[src/source/usys_pkg.sv]
`default_nettype none

package usys_pkg;

    // array shape
    localparam int ROWS = 2;
    localparam int COLS = 2;

    localparam int IWIDTH = 8;               // sign + magnitude
    localparam int MWIDTH = IWIDTH - 1;
    localparam int SLEN   = 1 << MWIDTH;     // stream cycles per run
    localparam int OWIDTH = 16;              // two's complement column sum

    localparam int STEPW = MWIDTH + 1;       // controller step, reaches SLEN
    localparam int CNTW  = MWIDTH + 2;       // signed product count per element

    // control bundle, rippled right and down the array
    typedef struct packed {
        logic en_i;
        logic clr_i;
        logic en_w;
        logic clr_w;
        logic en_o;
        logic clr_o;
        logic mac_done;
    } pe_ctrl_t;

    typedef struct packed {
        logic              sign;
        logic [MWIDTH-1:0] mag;
    } operand_t;

    // weight comparison word
    typedef logic [MWIDTH-1:0] seq_t;

endpackage

`default_nettype wire
[src/source/sa_top.sv]
`default_nettype none

module sa_top (
    input  logic                        clk,
    input  logic                        rst_n_i,
    input  logic                        start_i,
    input  usys_pkg::operand_t          ifm_i  [usys_pkg::ROWS],
    input  usys_pkg::operand_t          wght_i [usys_pkg::ROWS][usys_pkg::COLS],
    output logic                        busy_o,
    output logic                        done_o,
    output logic [usys_pkg::OWIDTH-1:0] ofm_o  [usys_pkg::COLS]
);

    usys_pkg::operand_t          ifm_q  [usys_pkg::ROWS];
    usys_pkg::operand_t          wght_q [usys_pkg::ROWS][usys_pkg::COLS];
    usys_pkg::pe_ctrl_t          row_ctrl [usys_pkg::ROWS];
    usys_pkg::pe_ctrl_t          ctrl_fwd [usys_pkg::ROWS][usys_pkg::COLS];
    logic                        ibit_fwd [usys_pkg::ROWS][usys_pkg::COLS];
    logic                        sign_fwd [usys_pkg::ROWS][usys_pkg::COLS];
    usys_pkg::seq_t              seq_fwd  [usys_pkg::ROWS][usys_pkg::COLS];
    logic [usys_pkg::OWIDTH-1:0] psum     [usys_pkg::ROWS+1][usys_pkg::COLS];   // row 0 is zero
    logic                        accept;
    logic                        last_done;

    assign accept    = start_i && !busy_o;
    assign last_done = ctrl_fwd[usys_pkg::ROWS-1][usys_pkg::COLS-1].mac_done;

    // operands captured on accept, skewed rows load from here later
    always_ff @(posedge clk) begin
        if (accept) begin
            ifm_q  <= ifm_i;
            wght_q <= wght_i;
        end
    end

    sa_ctrl u_ctrl (
        .clk        (clk),
        .rst_n_i    (rst_n_i),
        .start_i    (start_i),
        .done_i     (last_done),
        .busy_o     (busy_o),
        .row_ctrl_o (row_ctrl)
    );

    for (genvar r = 0; r < usys_pkg::ROWS; r++) begin : g_row
        pe_border u_border (
            .clk     (clk),
            .rst_n_i (rst_n_i),
            .ctrl_i  (row_ctrl[r]),
            .ifm_i   (ifm_q[r]),
            .wght_i  (wght_q[r][0]),
            .sum_i   (psum[r][0]),
            .ctrl_o  (ctrl_fwd[r][0]),
            .ibit_o  (ibit_fwd[r][0]),
            .isign_o (sign_fwd[r][0]),
            .seq_o   (seq_fwd[r][0]),
            .sum_o   (psum[r+1][0])
        );

        for (genvar c = 1; c < usys_pkg::COLS; c++) begin : g_col
            pe_inner u_inner (
                .clk     (clk),
                .rst_n_i (rst_n_i),
                .ctrl_i  (ctrl_fwd[r][c-1]),
                .ibit_i  (ibit_fwd[r][c-1]),
                .isign_i (sign_fwd[r][c-1]),
                .seq_i   (seq_fwd[r][c-1]),
                .wght_i  (wght_q[r][c]),
                .sum_i   (psum[r][c]),
                .ctrl_o  (ctrl_fwd[r][c]),
                .ibit_o  (ibit_fwd[r][c]),
                .isign_o (sign_fwd[r][c]),
                .seq_o   (seq_fwd[r][c]),
                .sum_o   (psum[r+1][c])
            );
        end
    end

    for (genvar c = 0; c < usys_pkg::COLS; c++) begin : g_out
        assign psum[0][c] = '0;
        assign ofm_o[c]   = psum[usys_pkg::ROWS][c];
    end

    // bottom right element finishes last
    always_ff @(posedge clk) begin
        if (!rst_n_i) begin
            done_o <= 1'b0;
        end else begin
            done_o <= last_done;
        end
    end

endmodule

`default_nettype wire

[src/source/sa_ctrl.sv]
`default_nettype none

module sa_ctrl (
    input  logic               clk,
    input  logic               rst_n_i,
    input  logic               start_i,
    input  logic               done_i,
    output logic               busy_o,
    output usys_pkg::pe_ctrl_t row_ctrl_o [usys_pkg::ROWS]
);

    typedef enum logic [1:0] {
        S_IDLE,
        S_LOAD,
        S_STREAM
    } state_t;

    state_t                     state_q;
    logic [usys_pkg::STEPW-1:0] step_q;
    logic                       accept;
    logic                       last_step;
    usys_pkg::pe_ctrl_t         row0;

    assign accept    = start_i && !busy_o;     // extra starts dropped while busy
    assign last_step = (step_q == usys_pkg::SLEN);

    always_ff @(posedge clk) begin
        if (!rst_n_i) begin
            state_q <= S_IDLE;
            step_q  <= '0;
        end else begin
            case (state_q)
                S_IDLE: begin
                    if (accept) begin
                        state_q <= S_LOAD;
                    end
                end
                S_LOAD: begin
                    state_q <= S_STREAM;
                    step_q  <= '0;
                end
                S_STREAM: begin
                    step_q <= step_q + 1'b1;
                    if (last_step) begin
                        state_q <= S_IDLE;
                    end
                end
                default: state_q <= S_IDLE;
            endcase
        end
    end

    // busy spans the whole array pipeline, not just the stream
    always_ff @(posedge clk) begin
        if (!rst_n_i) begin
            busy_o <= 1'b0;
        end else if (accept) begin
            busy_o <= 1'b1;
        end else if (done_i) begin
            busy_o <= 1'b0;
        end
    end

    always_comb begin
        row0 = '0;
        case (state_q)
            S_LOAD: begin
                row0.en_i  = 1'b1;
                row0.en_w  = 1'b1;
                row0.clr_o = 1'b1;     // counts restart with the load
            end
            S_STREAM: begin
                row0.en_o     = !last_step;
                row0.mac_done = last_step;
                row0.clr_i    = last_step;     // operands no longer needed
                row0.clr_w    = last_step;
            end
            default: ;
        endcase
    end

    assign row_ctrl_o[0] = row0;

    // one cycle of skew per row
    if (usys_pkg::ROWS > 1) begin : g_skew
        usys_pkg::pe_ctrl_t skew_q [usys_pkg::ROWS-1];

        always_ff @(posedge clk) begin
            if (!rst_n_i) begin
                for (int i = 0; i < usys_pkg::ROWS - 1; i++) begin
                    skew_q[i] <= '0;
                end
            end else begin
                skew_q[0] <= row0;
                for (int i = 1; i < usys_pkg::ROWS - 1; i++) begin
                    skew_q[i] <= skew_q[i-1];
                end
            end
        end

        for (genvar r = 1; r < usys_pkg::ROWS; r++) begin : g_row
            assign row_ctrl_o[r] = skew_q[r-1];
        end
    end

endmodule

`default_nettype wire

[src/source/pe_inner.sv]
`default_nettype none

module pe_inner (
    input  logic                        clk,
    input  logic                        rst_n_i,
    input  usys_pkg::pe_ctrl_t          ctrl_i,
    input  logic                        ibit_i,
    input  logic                        isign_i,
    input  usys_pkg::seq_t              seq_i,
    input  usys_pkg::operand_t          wght_i,
    input  logic [usys_pkg::OWIDTH-1:0] sum_i,
    output usys_pkg::pe_ctrl_t          ctrl_o,
    output logic                        ibit_o,
    output logic                        isign_o,
    output usys_pkg::seq_t              seq_o,
    output logic [usys_pkg::OWIDTH-1:0] sum_o
);

    usys_pkg::operand_t wght_q;
    logic               wbit;
    logic               prod;
    logic               neg;

    always_ff @(posedge clk) begin
        if (ctrl_i.clr_w) begin
            wght_q <= '0;
        end else if (ctrl_i.en_w) begin
            wght_q <= wght_i;
        end
    end

    // same sequence as the border, one cycle later per column
    assign wbit = (seq_i < wght_q.mag);
    assign prod = ibit_i & wbit;
    assign neg  = isign_i ^ wght_q.sign;

    acc u_acc (
        .clk        (clk),
        .rst_n_i    (rst_n_i),
        .en_i       (ctrl_i.en_o),
        .clr_i      (ctrl_i.clr_o),
        .mac_done_i (ctrl_o.mac_done),
        .prod_i     (prod),
        .neg_i      (neg),
        .sum_i      (sum_i),
        .sum_o      (sum_o)
    );

    // stream forwarding to the right
    always_ff @(posedge clk) begin
        ibit_o  <= ibit_i;
        isign_o <= isign_i;
        seq_o   <= seq_i;
    end

    always_ff @(posedge clk) begin
        if (!rst_n_i) begin
            ctrl_o <= '0;
        end else begin
            ctrl_o <= ctrl_i;
        end
    end

endmodule

`default_nettype wire

[src/source/pe_border.sv]
`default_nettype none

module pe_border (
    input  logic                        clk,
    input  logic                        rst_n_i,
    input  usys_pkg::pe_ctrl_t          ctrl_i,
    input  usys_pkg::operand_t          ifm_i,
    input  usys_pkg::operand_t          wght_i,
    input  logic [usys_pkg::OWIDTH-1:0] sum_i,
    output usys_pkg::pe_ctrl_t          ctrl_o,
    output logic                        ibit_o,
    output logic                        isign_o,
    output usys_pkg::seq_t              seq_o,
    output logic [usys_pkg::OWIDTH-1:0] sum_o
);

    usys_pkg::operand_t ifm_q;
    usys_pkg::operand_t wght_q;
    logic               prod;
    logic               neg;

    // operand registers
    always_ff @(posedge clk) begin
        if (ctrl_i.clr_i) begin
            ifm_q <= '0;
        end else if (ctrl_i.en_i) begin
            ifm_q <= ifm_i;
        end
    end

    always_ff @(posedge clk) begin
        if (ctrl_i.clr_w) begin
            wght_q <= '0;
        end else if (ctrl_i.en_w) begin
            wght_q <= wght_i;
        end
    end

    mul_border u_mul (
        .clk     (clk),
        .rst_n_i (rst_n_i),
        .en_i    (ctrl_i.en_o),
        .clr_i   (ctrl_i.clr_o),
        .mag_i   (ifm_q.mag),
        .wmag_i  (wght_q.mag),
        .seq_o   (seq_o),
        .ibit_o  (ibit_o),
        .prod_o  (prod)
    );

    assign neg = ifm_q.sign ^ wght_q.sign;

    // sum latched on the delayed done, so the row above is already settled
    acc u_acc (
        .clk        (clk),
        .rst_n_i    (rst_n_i),
        .en_i       (ctrl_i.en_o),
        .clr_i      (ctrl_i.clr_o),
        .mac_done_i (ctrl_o.mac_done),
        .prod_i     (prod),
        .neg_i      (neg),
        .sum_i      (sum_i),
        .sum_o      (sum_o)
    );

    always_ff @(posedge clk) begin
        isign_o <= ifm_q.sign;     // lines up with ibit_o
    end

    always_ff @(posedge clk) begin
        if (!rst_n_i) begin
            ctrl_o <= '0;
        end else begin
            ctrl_o <= ctrl_i;
        end
    end

endmodule

`default_nettype wire

[src/source/acc.sv]
`default_nettype none

module acc (
    input  logic                        clk,
    input  logic                        rst_n_i,
    input  logic                        en_i,
    input  logic                        clr_i,
    input  logic                        mac_done_i,
    input  logic                        prod_i,
    input  logic                        neg_i,
    input  logic [usys_pkg::OWIDTH-1:0] sum_i,
    output logic [usys_pkg::OWIDTH-1:0] sum_o
);

    logic [usys_pkg::CNTW-1:0]   cnt_q;     // two's complement
    logic [usys_pkg::OWIDTH-1:0] cnt_ext;

    assign cnt_ext = {{(usys_pkg::OWIDTH - usys_pkg::CNTW){cnt_q[usys_pkg::CNTW-1]}}, cnt_q};

    // product sign applied per counted one
    always_ff @(posedge clk) begin
        if (!rst_n_i) begin
            cnt_q <= '0;
        end else if (clr_i) begin
            cnt_q <= '0;
        end else if (en_i && prod_i) begin
            if (neg_i) begin
                cnt_q <= cnt_q - 1'b1;
            end else begin
                cnt_q <= cnt_q + 1'b1;
            end
        end
    end

    // partial sum from above plus own share, held until next clear
    always_ff @(posedge clk) begin
        if (!rst_n_i) begin
            sum_o <= '0;
        end else if (clr_i) begin
            sum_o <= '0;
        end else if (mac_done_i) begin
            sum_o <= sum_i + cnt_ext;
        end
    end

endmodule

`default_nettype wire

[src/source/mul_border.sv]
`default_nettype none

module mul_border (
    input  logic                        clk,
    input  logic                        rst_n_i,
    input  logic                        en_i,
    input  logic                        clr_i,
    input  logic [usys_pkg::MWIDTH-1:0] mag_i,
    input  logic [usys_pkg::MWIDTH-1:0] wmag_i,
    output usys_pkg::seq_t              seq_o,
    output logic                        ibit_o,
    output logic                        prod_o
);

    logic [usys_pkg::MWIDTH-1:0] step_q;
    usys_pkg::seq_t              seq;
    logic                        ibit;
    logic                        wbit;

    // stream position, restarts with each load
    always_ff @(posedge clk) begin
        if (!rst_n_i) begin
            step_q <= '0;
        end else if (clr_i) begin
            step_q <= '0;
        end else if (en_i) begin
            step_q <= step_q + 1'b1;
        end
    end

    // rate code: ones for the first mag_i steps
    assign ibit = (step_q < mag_i);

    // reversed step spreads weight ones evenly over the stream
    always_comb begin
        for (int b = 0; b < usys_pkg::MWIDTH; b++) begin
            seq[b] = step_q[usys_pkg::MWIDTH-1-b];
        end
    end

    assign wbit   = (seq < wmag_i);
    assign prod_o = ibit & wbit;     // unary multiply

    // handed to the next column one cycle later
    always_ff @(posedge clk) begin
        ibit_o <= ibit;
        seq_o  <= seq;
    end

endmodule

`default_nettype wire

[config.mk]
export PLATFORM = sky130hd
export DESIGN_NAME = sa_top
export DESIGN_NICKNAME = d
export VERILOG_FILES = /design/src/source/usys_pkg.sv /design/src/source/sa_top.sv /design/src/source/sa_ctrl.sv /design/src/source/pe_inner.sv /design/src/source/pe_border.sv /design/src/source/acc.sv /design/src/source/mul_border.sv
export SDC_FILE = /design/constraint.sdc
export NUM_CORES = 1
export LEC_CHECK = 0
export BUFFER_PORTS_ARGS = -buffer_cell sky130_fd_sc_hd__clkbuf_2
export CAP_MARGIN = 25
export CORE_ASPECT_RATIO = 0.9
export CORE_MARGIN = 4
export CORE_UTILIZATION = 62
export CTS_BUF_LIST = sky130_fd_sc_hd__clkbuf_8
export CTS_CLUSTER_DIAMETER = 100
export DETAILED_ROUTE_END_ITERATION = 8
export PLACE_DENSITY = 0.87
export SETUP_SLACK_MARGIN = 0.2
export SYNTH_ARGS = -nofsm -noshare
export SYNTH_HDL_FRONTEND = slang
export SYNTH_SLANG_ARGS = --single-unit
export TNS_END_PERCENT = 30
[constraint.sdc]
create_clock -name clk -period 2.7 [get_ports clk]
set_input_delay 0.135 -clock clk [delete_from_list [all_inputs] [get_ports clk]]
set_output_delay 0.135 -clock clk [all_outputs]
set_load 0.05 [all_outputs]
==> results.sh <==
export IMPL_synth_simple_gate_area_share_pct=13.2
export IMPL_endpoint_kind="flop"
export IMPL_slowest_stage="fa_1"
export IMPL_clk_latency_ns=0.53
export IMPL_p_clk_share_pct=30.7
export IMPL_grt_max_degree=32
export IMPL_r2r_slack_ns=0.35
export IMPL_rows=44
export IMPL_p_comb_share_pct=27.9
export IMPL_worst_slew_pin_slew_ns=0.679
export IMPL_seq_power_share_pct=41.4
export IMPL_synth_xor_xnor_area_share_pct=5.10
export IMPL_tritoncts="yes"
export IMPL_syn_area_sq_um=10500
export IMPL_layout_nets=1325
export IMPL_cts_buffers=36
export IMPL_wirelength_mm=23.5
export IMPL_final_max_slew_violation_count=0
export IMPL_drc=0
export IMPL_numPortBuffers=84
export IMPL_finalWorstSetupSlack_ns=0.351
export IMPL_cts_max_level=2
export IMPL_hold_viol=0
export IMPL_ant_nets=0
export IMPL_synth_cell_types=51
export IMPL_fin_util_pct=75.5
export IMPL_layout_cells_non_filler=1408
export IMPL_path_class="reg2reg"
export IMPL_syn_area_per_cell_sq_um=10.2
export IMPL_vdd_ir_drop_worst_mv=0.716
export IMPL_ios=85
export IMPL_rsz0062_at_grt="true"
export IMPL_synthesis_nets=1179
export IMPL_syn_inst=1031
export IMPL_p_sw_mw=3.14
export IMPL_reg2regPathDepth=10
export IMPL_finalSetupTns_ns=0
export IMPL_finalCriticalPeriod_ns=2.35
export IMPL_viasPerCell=5.64
export IMPL_grt_pass1_wl_mm=39.0
export IMPL_synthAdderAreaFrac_pct=12.0
export IMPL_start_util_pct=64.0
export IMPL_fillers=976
export IMPL_die_h_microns=131
export IMPL_max_slew_margin_pct=54.4
export IMPL_ys_ff_latch=221
export IMPL_p_leak_nw=5.26
export IMPL_max_cap_viol_count=0
export IMPL_grt_pass1_vias=8083
export IMPL_cp_arrival_ns=2.78
export IMPL_place_gp_congestion=0.854
export IMPL_status="finished, final reports clean"
export IMPL_diodes=0
export IMPL_critPathMaxStageDelay_ns=0.40
export IMPL_worstPathCellList="xor2_1 > buf_4 > inv_1 > fa_1 > nor2b_1 > o2111ai_1 > a31oi_1 > xnor2_1 > or3_1 > a21oi_1"
export IMPL_yosys_warnings=0
export IMPL_clockBufferDepth=3
export IMPL_track_usage_pct=24.3
export IMPL_crit_fanout=9
export IMPL_synth_top_family_by_area="simple AND/OR/NAND/NOR gates"
export IMPL_fp_dieW_microns=145
export IMPL_intPower_mw=6.75
export IMPL_post_place_ws_ns=0.374
export IMPL_hold_path_class="in2reg"
export IMPL_core_sq_um=16400
export IMPL_cts_num_sinks=221
export IMPL_cp_required_ns=3.13
export IMPL_startpoint_type="flop"
export IMPL_synth_flop_cell="dfxtp_1"
export IMPL_power_density_nw_per_um2=802
export IMPL_synth_enable_flop_cells=48
export IMPL_grt_antenna_before_repair=0
export IMPL_finalSetupViolations=0
export IMPL_clk_pin_slew_ns=0.06
export IMPL_dr_pass1_iters=5
export IMPL_drive_gt1_share_pct=14.6
export IMPL_fin_skew_ns=0.0335
export IMPL_min_period_over_period_pct=87.0
export IMPL_cts_root_buf="clkbuf_8"
export IMPL_async_reset_ff_share_pct=0
export IMPL_synthMuxAreaShare_pct=8.70
export IMPL_p_sw_share_pct=31.8
export IMPL_placed_cells=1297
export IMPL_die_area_sq_um=19000
export IMPL_area_delta_synth_final_pct=18.0
export IMPL_drt_iter0_markers=457
export IMPL_wire_per_inst_microns=16.7
export IMPL_synth_seq_area_share_pct=46.9
export IMPL_fmax_mhz=426
export IMPL_vias=7939
export IMPL_synth_compound_area_share_pct=9.74
export IMPL_grt_overflow=0
export IMPL_hold_path_cell_count=3
export IMPL_hpwlAfterDp_mm=14.5
[worst paths after layout]
path | from | endpoint
setup / recovery | g_row[1].u_border.ifm_q[7] | g_row[1].u_border.u_acc.cnt_q[8]
hold reg to reg | g_row[1].u_border.ifm_q[7] | g_row[1].u_border.isign_o
setup reg to reg | g_row[1].u_border.ifm_q[7] | g_row[1].u_border.u_acc.cnt_q[8]
hold / removal | start_i | u_ctrl.busy_o
[final cells by class]
type                    instances  area [sq um]  area share [%]
multi-input cells             701          5100            41.3
well taps                     207           259            2.10
clock inverters                13          86.3           0.699
inverters                      65           244            1.98
repair buffers                152          1080            8.72
flip-flops and latches        221          4900            39.7
clock buffers                  49           674            5.46
[what timing repair did]
action,4_1_cts,5_1_grt
setup buffers,0,1
endpoints found under the setup margin,0,8
resized for setup,0,1
hold buffers,48,0
endpoints found under the hold margin,48,0
[synthesized netlist by cell type (all sizes together) (11+ instances only)]
| master | n | area [sq um] |
|---|---|---|
| buf | 20 | 126 |
| a211oi | 18 | 165 |
| nor2b | 12 | 75.1 |
| xor2 | 27 | 236 |
| edfxtp | 48 | 1440 |
| clkbuf | 24 | 90.1 |
| nand3 | 11 | 55.1 |
| mux2i | 91 | 911 |
| nor2 | 142 | 533 |
| or3 | 15 | 93.8 |
| inv | 65 | 244 |
| o21ai | 38 | 194 |
| a21oi | 47 | 246 |
| dfxtp | 173 | 3460 |
| ha | 91 | 1140 |
| nand2 | 53 | 199 |
| xnor2 | 34 | 298 |
| nand2b | 12 | 82.6 |
[power by group through the flow]
stage               sequential, mW  clock (mW)  combinational [mW]
finish                        4.10        3.04                2.76
global route                  4.14        3.22                3.09
CTS                           4.08        3.05                2.69
detailed placement            4.14           0                2.57
global placement              4.12           0                2.43
floorplan                     4.06           0                2.03
[cell usage in the layout (no fill, tap or decap), types with 3 or more instances in the layout]
master and n:
or2_2 4, o21a_1 8, dfxtp_1 173, ha_1 91, nand2b_1 11, nand2_1 53
nand3b_1 10, or3_1 15, nor2_1 142, mux2i_1 91, edfxtp_1 48, a21o_1 10
nor2b_1 12, inv_1 71, o21bai_1 3, a21oi_1 46, dlygate4sd3_1 48, clkbuf_2 84
nand4_1 10, clkbuf_8 49, nand3_1 11, a31o_2 3, a31oi_1 7, o211ai_1 6
o21ai_1 5, and3_1 6, o2111ai_1 4, and2_1 9, buf_4 18, o21ai_0 32
nor3_1 10, xnor2_1 34, fa_1 6, xor2_1 27, a211oi_1 15
[worst max-delay path, delay by kind of cell, from the launching register on]
kind / cells / cell delay, ns
XOR/XNOR: 2 / 0.26
adder cells (fa/ha/maj): 1 / 0.40
flip-flops: 1 / 0.35
AO/OA/AOI/OAI: 3 / 0.50
AND/OR/NAND/NOR: 2 / 0.48
buffers and inverters: 2 / 0.27
[state kept, by name, indices dropped and copies added, names as in the netlist, 2 cells and up]
| name | flops |
|---|---|
| g_row.g_col.u_inner.u_acc.cnt_q | 18 |
| g_row.g_col.u_inner.u_acc.sum_o | 19 |
| g_row.g_col.u_inner.wght_q | 16 |
| g_row.u_border.ctrl_o | 3 |
| g_row.u_border.ifm_q | 16 |
| g_row.u_border.isign_o | 2 |
| g_row.u_border.u_acc.cnt_q | 18 |
| g_row.u_border.u_acc.sum_o | 19 |
| g_row.u_border.u_mul.ibit_o | 2 |
| g_row.u_border.u_mul.seq_o | 14 |
| g_row.u_border.u_mul.step_q | 14 |
| g_row.u_border.wght_q | 16 |
| ifm_q | 16 |
| u_ctrl.g_skew.skew_q | 3 |
| u_ctrl.state_q | 2 |
| u_ctrl.step_q | 8 |
| wght_q | 32 |
[cells by family (layout without fill, tap and decap cells)]
group,Yosys count,in the layout
muxes,91,91
adders and majority gates,97,97
AOI/OAI and AO/OA,154,154
DFF,221,221
buffers and inverters,109,279
and+or+nand+nor,298,298
xor gates and xnor gates,61,61
[routing by layer]
layer,routed length [microns],vias up,track usage [%]
li1,-,3857,-
met1,9870,3775,29.6
met2,11800,243,43.0
met3,1220,64,4.58
met4,600,0,9.34
met5,0,-,0
[stage by stage]
step	power (mW)	cell area, sq um	hold slack [ns]
6_report	9.90	12300	0.0498
5_1_grt	10.5	12300	0.105
4_1_cts	9.83	12300	0.0221
3_5_place_dp	6.71	11100	0.314
3_3_place_gp	6.55	11100	0.311
2_1_floorplan	6.08	10500	0.234
Power figures use the tool's default switching activity.
